**src/enc_fsm_pkg.sv**
```systemverilog
`default_nettype none

package enc_fsm_pkg;

    typedef enum logic [3:0] {
        ENC_IDLE,
        ENC_MATCH_START,
        ENC_MATCH_WAIT,
        ENC_SKIP_RD,
        ENC_SKIP,
        ENC_COPY_RD,
        ENC_COPY,
        ENC_SEP_WR,
        ENC_TOKEN_WR,
        ENC_FINISH
    } enc_state_t;

    typedef enum logic [2:0] {
        M_IDLE,
        M_FETCH,
        M_COMPARE,
        M_SKIP_FETCH,
        M_SKIP,
        M_REPORT
    } match_state_t;

endpackage

`default_nettype wire

```
**src/enc_cfg_pkg.sv**
```systemverilog
`default_nettype none

package enc_cfg_pkg;

    localparam int ADDR_W = 6;
    localparam int DEPTH = 2 ** ADDR_W;    // bytes in each ram
    localparam int CHAR_W = 8;
    localparam int TOKEN_W = 7;             // enough for 127 vocabulary words

    typedef logic [CHAR_W-1:0] char_t;
    typedef logic [ADDR_W-1:0] addr_t;
    typedef logic [TOKEN_W-1:0] token_t;

    // every emitted token byte has the top bit set, literal characters never do
    localparam char_t TOKEN_FLAG = 8'h80;
    localparam char_t SEP = 8'h00;          // ends a word, an empty word ends the string

endpackage

`default_nettype wire
```
**src/encoder_top.sv**
```systemverilog
`default_nettype none

module encoder_top
    import enc_cfg_pkg::*;
(
    input  wire   clk,
    input  wire   rst_n,
    input  wire   start,
    input  wire   load_input_we,
    input  wire   load_vocab_we,
    input  addr_t load_addr,
    input  char_t load_data,
    input  addr_t rd_addr,
    output char_t rd_data,
    output logic  busy,
    output logic  done,
    output addr_t out_len
);

    addr_t  input_rd_addr;
    char_t  input_rd_data;
    addr_t  vocab_rd_addr;
    char_t  vocab_rd_data;
    addr_t  match_input_addr;
    addr_t  match_addr;
    logic   match_start;
    logic   match_done;
    logic   match_found;
    token_t match_index;
    logic   out_we;
    addr_t  out_addr;
    char_t  out_data;

    sram #(.ADDR_W(ADDR_W), .DATA_W(CHAR_W)) input_ram (
        .clk     (clk),
        .we      (load_input_we),
        .wr_addr (load_addr),
        .wr_data (load_data),
        .rd_addr (input_rd_addr),
        .rd_data (input_rd_data)
    );

    sram #(.ADDR_W(ADDR_W), .DATA_W(CHAR_W)) vocab_ram (
        .clk     (clk),
        .we      (load_vocab_we),
        .wr_addr (load_addr),
        .wr_data (load_data),
        .rd_addr (vocab_rd_addr),
        .rd_data (vocab_rd_data)
    );

    sram #(.ADDR_W(ADDR_W), .DATA_W(CHAR_W)) output_ram (
        .clk     (clk),
        .we      (out_we),
        .wr_addr (out_addr),
        .wr_data (out_data),
        .rd_addr (rd_addr),
        .rd_data (rd_data)
    );

    matcher u_matcher (
        .clk           (clk),
        .rst_n         (rst_n),
        .match_start   (match_start),
        .match_addr    (match_addr),
        .vocab_rd_addr (vocab_rd_addr),
        .vocab_rd_data (vocab_rd_data),
        .input_rd_addr (match_input_addr),
        .input_rd_data (input_rd_data),
        .match_done    (match_done),
        .match_found   (match_found),
        .match_index   (match_index)
    );

    encoder u_encoder (
        .clk              (clk),
        .rst_n            (rst_n),
        .start            (start),
        .busy             (busy),
        .done             (done),
        .out_len          (out_len),
        .input_rd_addr    (input_rd_addr),
        .input_rd_data    (input_rd_data),
        .match_input_addr (match_input_addr),
        .match_start      (match_start),
        .match_addr       (match_addr),
        .match_done       (match_done),
        .match_found      (match_found),
        .match_index      (match_index),
        .out_we           (out_we),
        .out_addr         (out_addr),
        .out_data         (out_data)
    );

endmodule

`default_nettype wire

```
**src/encoder.sv**
```systemverilog
`default_nettype none

module encoder
    import enc_cfg_pkg::*, enc_fsm_pkg::*;
(
    input  wire    clk,
    input  wire    rst_n,
    input  wire    start,
    output logic   busy,
    output logic   done,
    output addr_t  out_len,
    output addr_t  input_rd_addr,
    input  char_t  input_rd_data,
    input  addr_t  match_input_addr,
    output logic   match_start,
    output addr_t  match_addr,
    input  wire    match_done,
    input  wire    match_found,
    input  token_t match_index,
    output logic   out_we,
    output addr_t  out_addr,
    output char_t  out_data
);

    enc_state_t state;
    addr_t      rd_ptr;        // start of the current word, then the scan position
    addr_t      wr_ptr;
    token_t     tok_q;
    logic       end_q;         // the last input byte has been consumed
    logic       last_byte;
    logic       stop;
    logic       at_sep;

    assign last_byte = (rd_ptr == addr_t'(DEPTH - 1));
    assign at_sep = (input_rd_data == SEP);
    assign stop = at_sep || end_q;

    // the matcher drives the input ram only while a match is running
    assign input_rd_addr = (state == ENC_MATCH_WAIT) ? match_input_addr : rd_ptr;
    assign match_addr = rd_ptr;
    assign match_start = (state == ENC_MATCH_START) && !stop;

    assign out_addr = wr_ptr;
    assign out_we = (state == ENC_SEP_WR) || (state == ENC_TOKEN_WR) ||
                    ((state == ENC_COPY) && !at_sep);

    always_comb begin
        case (state)
            ENC_TOKEN_WR: out_data = TOKEN_FLAG | {1'b0, tok_q};
            ENC_COPY:     out_data = input_rd_data;
            default:      out_data = SEP;
        endcase
    end

    always_ff @(posedge clk) begin
        if (state == ENC_MATCH_WAIT && match_done) begin
            tok_q <= match_index;
        end
    end

    always_ff @(posedge clk or negedge rst_n) begin
        if (!rst_n) begin
            state <= ENC_IDLE;
            rd_ptr <= '0;
            wr_ptr <= '0;
            end_q <= 1'b0;
            busy <= 1'b0;
            done <= 1'b0;
            out_len <= '0;
        end else begin
            done <= 1'b0;
            case (state)
                ENC_IDLE: begin
                    // rd_ptr is parked at 0, so the first byte is already being read
                    if (start) begin
                        busy <= 1'b1;
                        wr_ptr <= '0;
                        end_q <= 1'b0;
                        state <= ENC_MATCH_START;
                    end
                end
                ENC_MATCH_START: begin
                    state <= stop ? ENC_FINISH : ENC_MATCH_WAIT;
                end
                ENC_MATCH_WAIT: begin
                    if (match_done) begin
                        state <= match_found ? ENC_SKIP_RD : ENC_COPY_RD;
                    end
                end
                ENC_SKIP_RD: begin
                    state <= ENC_SKIP;
                end
                ENC_SKIP: begin
                    rd_ptr <= rd_ptr + 1'b1;
                    end_q <= last_byte;
                    // the token goes out once rd_ptr already points at the next word
                    state <= (at_sep || last_byte) ? ENC_TOKEN_WR : ENC_SKIP_RD;
                end
                ENC_COPY_RD: begin
                    state <= ENC_COPY;
                end
                ENC_COPY: begin
                    rd_ptr <= rd_ptr + 1'b1;
                    end_q <= last_byte;
                    if (!at_sep) begin
                        wr_ptr <= wr_ptr + 1'b1;
                    end
                    state <= (at_sep || last_byte) ? ENC_SEP_WR : ENC_COPY_RD;
                end
                ENC_SEP_WR: begin
                    wr_ptr <= wr_ptr + 1'b1;
                    state <= ENC_MATCH_START;
                end
                ENC_TOKEN_WR: begin
                    wr_ptr <= wr_ptr + 1'b1;
                    state <= ENC_MATCH_START;
                end
                ENC_FINISH: begin
                    busy <= 1'b0;
                    done <= 1'b1;
                    out_len <= wr_ptr;
                    rd_ptr <= '0;
                    state <= ENC_IDLE;
                end
                default: begin
                    state <= ENC_IDLE;
                end
            endcase
        end
    end

endmodule

`default_nettype wire

```
**src/matcher.sv**
```systemverilog
`default_nettype none

module matcher
    import enc_cfg_pkg::*, enc_fsm_pkg::*;
(
    input  wire    clk,
    input  wire    rst_n,
    input  wire    match_start,
    input  addr_t  match_addr,
    output addr_t  vocab_rd_addr,
    input  char_t  vocab_rd_data,
    output addr_t  input_rd_addr,
    input  char_t  input_rd_data,
    output logic   match_done,
    output logic   match_found,
    output token_t match_index
);

    match_state_t state;
    addr_t        vocab_ptr;
    addr_t        input_ptr;
    token_t       index_q;
    logic         found_q;
    logic         word_start;      // vocab_ptr sits on the first byte of a vocabulary word
    logic         vocab_last;
    logic         bytes_equal;

    assign vocab_last = (vocab_ptr == addr_t'(DEPTH - 1));
    assign bytes_equal = (vocab_rd_data == input_rd_data);

    assign vocab_rd_addr = vocab_ptr;
    assign input_rd_addr = input_ptr;

    assign match_done = (state == M_REPORT);
    assign match_found = found_q;
    assign match_index = index_q;

    always_ff @(posedge clk or negedge rst_n) begin
        if (!rst_n) begin
            state <= M_IDLE;
            vocab_ptr <= '0;
            input_ptr <= '0;
            index_q <= '0;
            found_q <= 1'b0;
            word_start <= 1'b0;
        end else begin
            case (state)
                M_IDLE: begin
                    if (match_start) begin
                        vocab_ptr <= '0;
                        input_ptr <= match_addr;
                        index_q <= '0;
                        found_q <= 1'b0;
                        word_start <= 1'b1;
                        state <= M_FETCH;
                    end
                end
                M_FETCH: begin
                    state <= M_COMPARE;    // both rams return data next cycle
                end
                M_COMPARE: begin
                    if (word_start && vocab_rd_data == SEP) begin
                        state <= M_REPORT;    // empty vocabulary word, nothing left to try
                    end else if (bytes_equal && vocab_rd_data == SEP) begin
                        found_q <= 1'b1;
                        state <= M_REPORT;
                    end else if (!bytes_equal) begin
                        // the address is unchanged, so SKIP sees the same vocabulary byte
                        state <= M_SKIP;
                    end else if (vocab_last) begin
                        state <= M_REPORT;
                    end else begin
                        vocab_ptr <= vocab_ptr + 1'b1;
                        input_ptr <= input_ptr + 1'b1;
                        word_start <= 1'b0;
                        state <= M_FETCH;
                    end
                end
                M_SKIP_FETCH: begin
                    state <= M_SKIP;
                end
                M_SKIP: begin
                    if (vocab_last) begin
                        state <= M_REPORT;
                    end else begin
                        vocab_ptr <= vocab_ptr + 1'b1;
                        if (vocab_rd_data == SEP) begin
                            input_ptr <= match_addr;    // retry the word against the next entry
                            index_q <= index_q + 1'b1;
                            word_start <= 1'b1;
                            state <= M_FETCH;
                        end else begin
                            state <= M_SKIP_FETCH;
                        end
                    end
                end
                M_REPORT: begin
                    state <= M_IDLE;
                end
                default: begin
                    state <= M_IDLE;
                end
            endcase
        end
    end

endmodule

`default_nettype wire

```
**src/sram.sv**
```systemverilog
`default_nettype none

module sram #(
    parameter int ADDR_W = 6,
    parameter int DATA_W = 8
) (
    input  wire               clk,
    input  wire               we,
    input  wire  [ADDR_W-1:0] wr_addr,
    input  wire  [DATA_W-1:0] wr_data,
    input  wire  [ADDR_W-1:0] rd_addr,
    output logic [DATA_W-1:0] rd_data
);

    logic [DATA_W-1:0] mem [2**ADDR_W];

    always_ff @(posedge clk) begin
        if (we) begin
            mem[wr_addr] <= wr_data;
        end
        rd_data <= mem[rd_addr];    // old contents when both ports hit the same address
    end

endmodule

`default_nettype wire

```
**config.mk**
```make
export PLATFORM = sky130hd
export DESIGN_NAME = encoder_top
export DESIGN_NICKNAME = d
export VERILOG_FILES = /design/src/enc_fsm_pkg.sv /design/src/enc_cfg_pkg.sv /design/src/encoder_top.sv /design/src/encoder.sv /design/src/matcher.sv /design/src/sram.sv
export SDC_FILE = /design/constraint.sdc
export NUM_CORES = 2
export LEC_CHECK = 0
export ABC_AREA = 1
export BUFFER_PORTS_ARGS = -buffer_cell sky130_fd_sc_hd__buf_2
export CORE_UTILIZATION = 50
export CTS_CLUSTER_DIAMETER = 50
export DETAILED_ROUTE_END_ITERATION = 7
export PLACE_DENSITY = 0.68
export SLEW_MARGIN = 40
export SYNTH_ARGS = -nofsm -noshare
export SYNTH_HDL_FRONTEND = slang
export SYNTH_SLANG_ARGS = --single-unit
```
**constraint.sdc**
```tcl
create_clock -name clk -period 4.3 [get_ports clk]
set_clock_uncertainty 0.2 [all_clocks]
set_input_delay 1.29 -clock clk [delete_from_list [all_inputs] [get_ports clk]]
set_output_delay 1.29 -clock clk [all_outputs]
set_load 0.02 [all_outputs]
```
Word level (Yosys, flattened, before mapping)
Memory sizes are Yosys's and may differ from the RTL's. A register that Yosys moved wholly into a read port is not among the register bits.
Cells that the tools add are included.
{"block": "op_classes", "eq_ne": 28, "muxes": 62, "n_reduce_logical": 32, "add_sub_neg": 5}
{"cell": "two-way mux 6 bit", "n": 15}
{"cell": "case mux 6 bit (3 select lines)", "n": 3}
{"cell": "case mux 4 bit (8 select lines)", "n": 1}
{"cell": "adder 6 x 1 -> 6 bit (second input constant)", "n": 4}
{"cell": "two-way mux 3 bit", "n": 7}
{"cell": "two-way mux 7 bit", "n": 3}
{"cell": "two-way mux 1 bit", "n": 19}
{"cell": "equality test 4 x 3 -> 1 bit (second input constant)", "n": 4}
{"cell": "logical NOT 8 bit", "n": 2}
{"cell": "two-way mux 4 bit", "n": 4}
{"cell": "case mux 8 bit (2 select lines)", "n": 1}
{"cell": "case mux 3 bit (5 select lines)", "n": 1}
{"cell": "!= test 2 bit (second input constant)", "n": 7}
{"cell": "case mux 7 bit (2 select lines)", "n": 1}
{"cell": "equality test 6 bit (second input constant)", "n": 2}
{"cell": "case mux 6 bit (2 select lines)", "n": 1}
{"cell": "nonzero test 2 bit", "n": 5}
{"cell": "equality test 4 x 2 -> 1 bit (second input constant)", "n": 2}
{"cell": "equality test 4 bit (second input constant)", "n": 2}
{"cell": "equality test 8 bit", "n": 1}
{"cell": "!= test 2 x 1 -> 1 bit (second input constant)", "n": 4}
{"cell": "AND reduction 4 bit", "n": 2}
{"cell": "AND reduction 8 bit", "n": 1}
{"cell": "adder 7 x 1 -> 7 bit (second input constant)", "n": 1}
{"cell": "other kinds (17)", "n": 34}
{"block": "totals", "regBits": 56, "mem_bits_rw": 1536, "in_bits": 25, "mem_count": 3, "output_inout_bits": 16}
{"memory": "input_ram.mem", "words": 64, "width": 8, "rd": 1, "rd_clocked_by_memory_dff": 1, "write_ports": 1, "line_no": "sram.sv:15", "source": "logic [DATA_W-1:0] mem [2**ADDR_W];"}
{"memory": "output_ram.mem", "words": 64, "width": 8, "rd": 1, "rd_clocked_by_memory_dff": 1, "write_ports": 1, "line_no": "sram.sv:15"}
{"memory": "vocab_ram.mem", "words": 64, "width": 8, "rd": 1, "rd_clocked_by_memory_dff": 1, "write_ports": 1, "line_no": "sram.sv:15"}

Logic depth before layout (Yosys ltp)
{"block": "logic_depth", "depth_word": 6, "mapped_depth": 14}

Hierarchy
A second synthesis with hierarchy kept.
{"block": "hier_totals", "hier_cells": 5898, "area_unflattened_um2": 67494.7}
{"mod": "sram", "seq_area_each_um2": 15534.9, "instances": 3, "cells_per_inst": 1805, "area_per_inst_um2": 21339.2}
{"mod": "matcher", "seq_area_each_um2": 600.6, "instances": 1, "cells_per_inst": 264, "area_per_inst_um2": 1755.4}
{"mod": "encoder", "seq_area_each_um2": 835.8, "instances": 1, "cells_per_inst": 219, "area_per_inst_um2": 1721.7}

Least setup slack after synthesis
Ideal clock, no wire load.
{"block": "synth_path", "path_type": "register to register", "startpoint": "reg u_encoder.state[0]", "endpoint": "mem output_ram.mem[0][3] (data pin)", "required_ns": 3.398, "arrival_ns": 3.360, "path_slack_ns": 0.038, "stages_incl_launch_ff": 5, "path_cell_list": "dfrtp_1 > nor2_4 > nand2_2 > buf_2 > o21ai_0"}
{"block": "synth_via", "elab_chain_cells": 2, "elab_cells_between_ends": 3}
{"item": "start: declaration", "line_no": "encoder.sv:25", "source": "enc_state_t state;"}
{"item": "start signal: assignment", "line_no": "encoder.sv:83", "source": "state <= stop ? ENC_FINISH : ENC_MATCH_WAIT;"}
{"item": "start signal: assignment", "line_no": "encoder.sv:87", "source": "state <= match_found ? ENC_SKIP_RD : ENC_COPY_RD;"}
{"item": "start signal: assignment", "line_no": "encoder.sv:97", "source": "state <= (at_sep || last_byte) ? ENC_TOKEN_WR : ENC_SKIP_RD;"}
{"item": "equality test 4 x 3 -> 1 bit / equality test 4 bit (equally long branches)", "line_no": "encoder.sv:48", "source": "case (state)"}
{"item": "case mux 8 bit (2 select lines) *", "line_no": "encoder.sv:48"}
{"item": "net out_data[3]", "line_no": "encoder_top.sv:32", "source": "char_t out_data;"}
{"item": "end: declaration", "line_no": "sram.sv:15"}
The timed path passes the listed nets; every way through them passes the cells marked *.

Worst setup path after layout
{"block": "layout_path", "startpoint": "reg u_encoder.state[2]", "endpoint": "reg input_ram.rd_data[7], read port of input_ram.mem"}
{"block": "layout_via", "elab_chain_cells": 2}
{"item": "equality test 4 x 2 -> 1 bit", "line_no": "encoder.sv:39", "source": "assign input_rd_addr = (state == ENC_MATCH_WAIT) ? match_input_addr : rd_ptr;"}
{"item": "two-way mux 6 bit", "line_no": "encoder.sv:39"}
{"item": "end: declaration", "line_no": "sram.sv:12", "source": "output logic [DATA_W-1:0] rd_data"}
No other way between the ends.
A chain may end at the register's enable or synchronous reset.

==> key figures <==
Outcome
  – Status: complete, no violations

Final layout
  – Fillcell total: 10506
  – Commonest non-fill, non-tap cell in the layout: edfxtp_1
  – Commonest cells after routing, fill and taps aside: edfxtp_1 (1543), nand3_1 (675), nand2_1 (669)
  – Share of cells above drive strength 1: 10.3%
  – Area Overhead vs Synth: 13.5%
  – Layout Utilization: 57.4%
  – Nets@finish: 5823

Routing
  – Antenna-violating nets left: 0
  – Post-Route WL: 172000 um
  – Drt first-iter violations: 5846
  – Routed len/inst: 22.3 um
  – Residual DRC: 0
  – Vias per inst: 5.82
  – Routed vias: 44728
  – Drt pass-1 iters: 5

Clock tree
  – CTS-repair resized insts: 0
  – CTS root buf: clkbuf_16
  – Setup Fix Bufs, Post-CTS: 0
  – Clock-pin transition on the worst setup and hold timing paths: 0.06 ns
  – CTS Hold Bufs: 0
  – CTS tree: built
  – Clk buf depth: 3
  – Clk Latency, worst-skew pair: 0.79 ns
  – Clk sink count: 1616
  – Cts bufs inserted: 169
  – CTS H-tree lvls: 4

Global route
  – Gr ovfl total: 0
  – Vias in the first global route: 42744
  – First-pass GRT wire length: 260000 um
  – Tot GR Track Use: 25.2%
  – Pin count of the biggest net entering global routing: 163
  – Initial antenna violation count: 4

Die
  – Area of the die: 135000 um^2
  – Core Region: 132000 um^2
  – Ports: 41
  – Num rows: 133
  – Die height: 367 um
  – Die X: 367 um
  – Starting Density: 50.6%

Synthesis
  – Main flop type after synthesis: edfxtp_1
  – Cells after Synth: 5665
  – Synth Warn #: 0
  – Sequential element share of the synthesized area: 72.0%
  – Post-synth EDFFs: 1543
  – Cell Area, Synth: 66700 um^2
  – Synthesized flop and latch total: 1616
  – Largest area contributor in the netlist: edfxtp_1
  – Syn nets: 5695
  – Syn avg cell area: 11.8 um^2
  – Synth area leaders: edfxtp_1 (69%), nand3_1 (5.1%), o21ai_0 (4.2%), nand2_1 (3.8%), nor2_1 (3.7%)
  – Ys async rst share: 3.03%
  – Synth cell types: 40
  – Synth top area share: 69.4%

Place
  – GPL Wtd Cong: 0.897
  – Final HPWL DP: 103000 um
  – IO Port Bufs: 40

Critical path
  – Crit path buf inv count: 1
  – Max incr delay on CP: 0.71 ns
  – Critical Path AT: 3.86 ns
  – Critical-path cell list: nor2_2 > nand2_2 > o21ai_4 > buf_4 > nand3_1 > nand3_1 > nand3_1 > nand3_1 > nand3_1 > nand2_1
  – Startpoint Class: register
  – WP data required: 4.82 ns
  – CP endpoint kind: register
  – Most used cell, CP: nand3_1
  – Crit path max-delay family: simple AND/OR/NAND/NOR gates
  – Setup Crit Path Kind: register to register
  – Critical path fanouts, max: 26
  – Slowest-stage cell, CP: o21ai_4

Pwr
  – Sw Share: 21.3%
  – Leak: 28.7 nW
  – Comb power frac: 2.8%
  – Clock power frac: 44.0%
  – Pwr per Cell Area: 428 nW/um^2
  – Max VDD drop: 352 uV
  – Reg power frac: 53.2%
  – Internal power: 0.0255 W
  – P_sw: 0.00690 W

STA
  – Worst-Margin Slew: 0.854 ns
  – Relative slew margins: 43.1%
  – Fin crit share: 77.6%
  – RSZ-0062 raised after global routing: false
  – # setup viols final: 0
  – Post-route minimum period: 3.34 ns
  – Fmax: 300 MHz
  – Setup TNS: 0 ns
  – Slew Limit Fails: 0
  – Final hold violations: 0

Job
  – Max_cap viols: 0

Min path
  – Hold crit path type: primary input to async pin
-- Yosys cell counts (2+ instances only) --
cell type  number
nand2_2         5
o21ai_2         3
xor2_1          9
o22ai_1       139
nand4_4         7
clkbuf_1      243
nor2_2          2
o21ai_1         3
nor2_1        650
nand2_1       671
o211ai_1       80
edfxtp_1     1543
a21oi_1        29
clkinv_1        9
buf_1          13
inv_2           7
dfrtp_1        49
a31oi_1         3
xnor2_1         8
o21a_1          2
inv_1         559
dfxtp_1        24
o21ai_0       559
buf_2          94
o221ai_1      112
nor3_1        134
nand4_1        13
nand3_1       677
ha_1            5
nand3b_1        3
-- power by group through the flow --
stage                     clock network [W]  logic (W)  registers, W
after floorplan                           0   0.000401        0.0176
after global placement                    0   0.000897        0.0176
after detailed placement                  0   0.000911        0.0176
after CTS                            0.0144   0.000914        0.0172
after global routing                 0.0150   0.000984        0.0172
final                                0.0143   0.000921        0.0172
-- metal layers --
layer  wire, um  GRT usage, %  up-vias
li1           -             -    20388
met1      69800          34.8    21795
met2      81500          40.5     2185
met3      14600          3.98      358
met4       5770          9.12        2
met5          8             0        -
-- worst paths after layout --
path                       slack, ns                    to  depth (start not counted)                startpoint
max reg2reg                     0.96  input_ram.rd_data[7]                         10        u_encoder.state[2]
min                             0.28    u_matcher.state[1]                          1                     rst_n
max                             0.96  input_ram.rd_data[7]                         10        u_encoder.state[2]
max in group asynchronous       2.83  u_encoder.out_len[3]                          2                     rst_n
min in group clk                0.28    u_encoder.tok_q[3]                          0  u_matcher.match_index[3]
min reg2reg                     0.28    u_encoder.tok_q[3]                          0  u_matcher.match_index[3]
-- kinds of logic (layout without fill, tap and decap cells) --
kind of cell	Yosys count	in the layout	share of synthesized area, %
buf+inv	926	1190	5.39
compound gates	933	933	8.23
fa+ha+maj	5	5	0.0938
flops	1616	1616	72.0
other cells	0	3	0
xor+xnor	17	17	0.223
simple gates	2168	2168	14.1
-- worst register-to-register path, stage by stage (launching register included) --
cell,delay [ns]
dfrtp_1,0.40
nor2_2,0.27
nand2_2,0.31
o21ai_4,0.71
buf_4,0.43
nand3_1,0.18
nand3_1,0.12
nand3_1,0.17
nand3_1,0.21
nand3_1,0.17
nand2_1,0.12
-- state kept, by name, indices dropped and copies added (netlist names), 7 cells and up --
signal	cells
input_ram.mem	512
output_ram.mem	512
vocab_ram.mem	512
input_ram.rd_data	8
output_ram.rd_data	8
vocab_ram.rd_data	8
u_encoder.tok_q	7
u_matcher.match_index	7
-- stage by stage --
step	area, um^2	instances	power [W]	setup WS, ns	hold slack (ns)
2_1_floorplan	66700	5665	0.0180	0.0384	0.247
3_3_place_gp	70200	7374	0.0185	0.723	0.268
3_5_place_dp	70300	7377	0.0185	0.747	0.266
4_1_cts	75700	7684	0.0326	1.06	0.251
5_1_grt	75700	7684	0.0332	0.825	0.299
6_report	75700	7687	0.0324	0.962	0.281
-- area by class of cell --
| cell class | instances | area (um^2) | area share (%) |
|---|---|---|---|
| Sequential cell | 1616 | 48000 | 63.4 |
| Multi-Input combinational cell | 3123 | 15200 | 20.1 |
| Clock buffer | 209 | 4560 | 6.02 |
| Timing Repair Buffer | 308 | 2640 | 3.49 |
| Tap cell | 1755 | 2200 | 2.90 |
| Inverter | 575 | 2170 | 2.87 |
| Clock inverter | 98 | 873 | 1.15 |
| Antenna cell | 3 | 7.51 | 0.00991 |
Power figures use the tool's default switching activity.
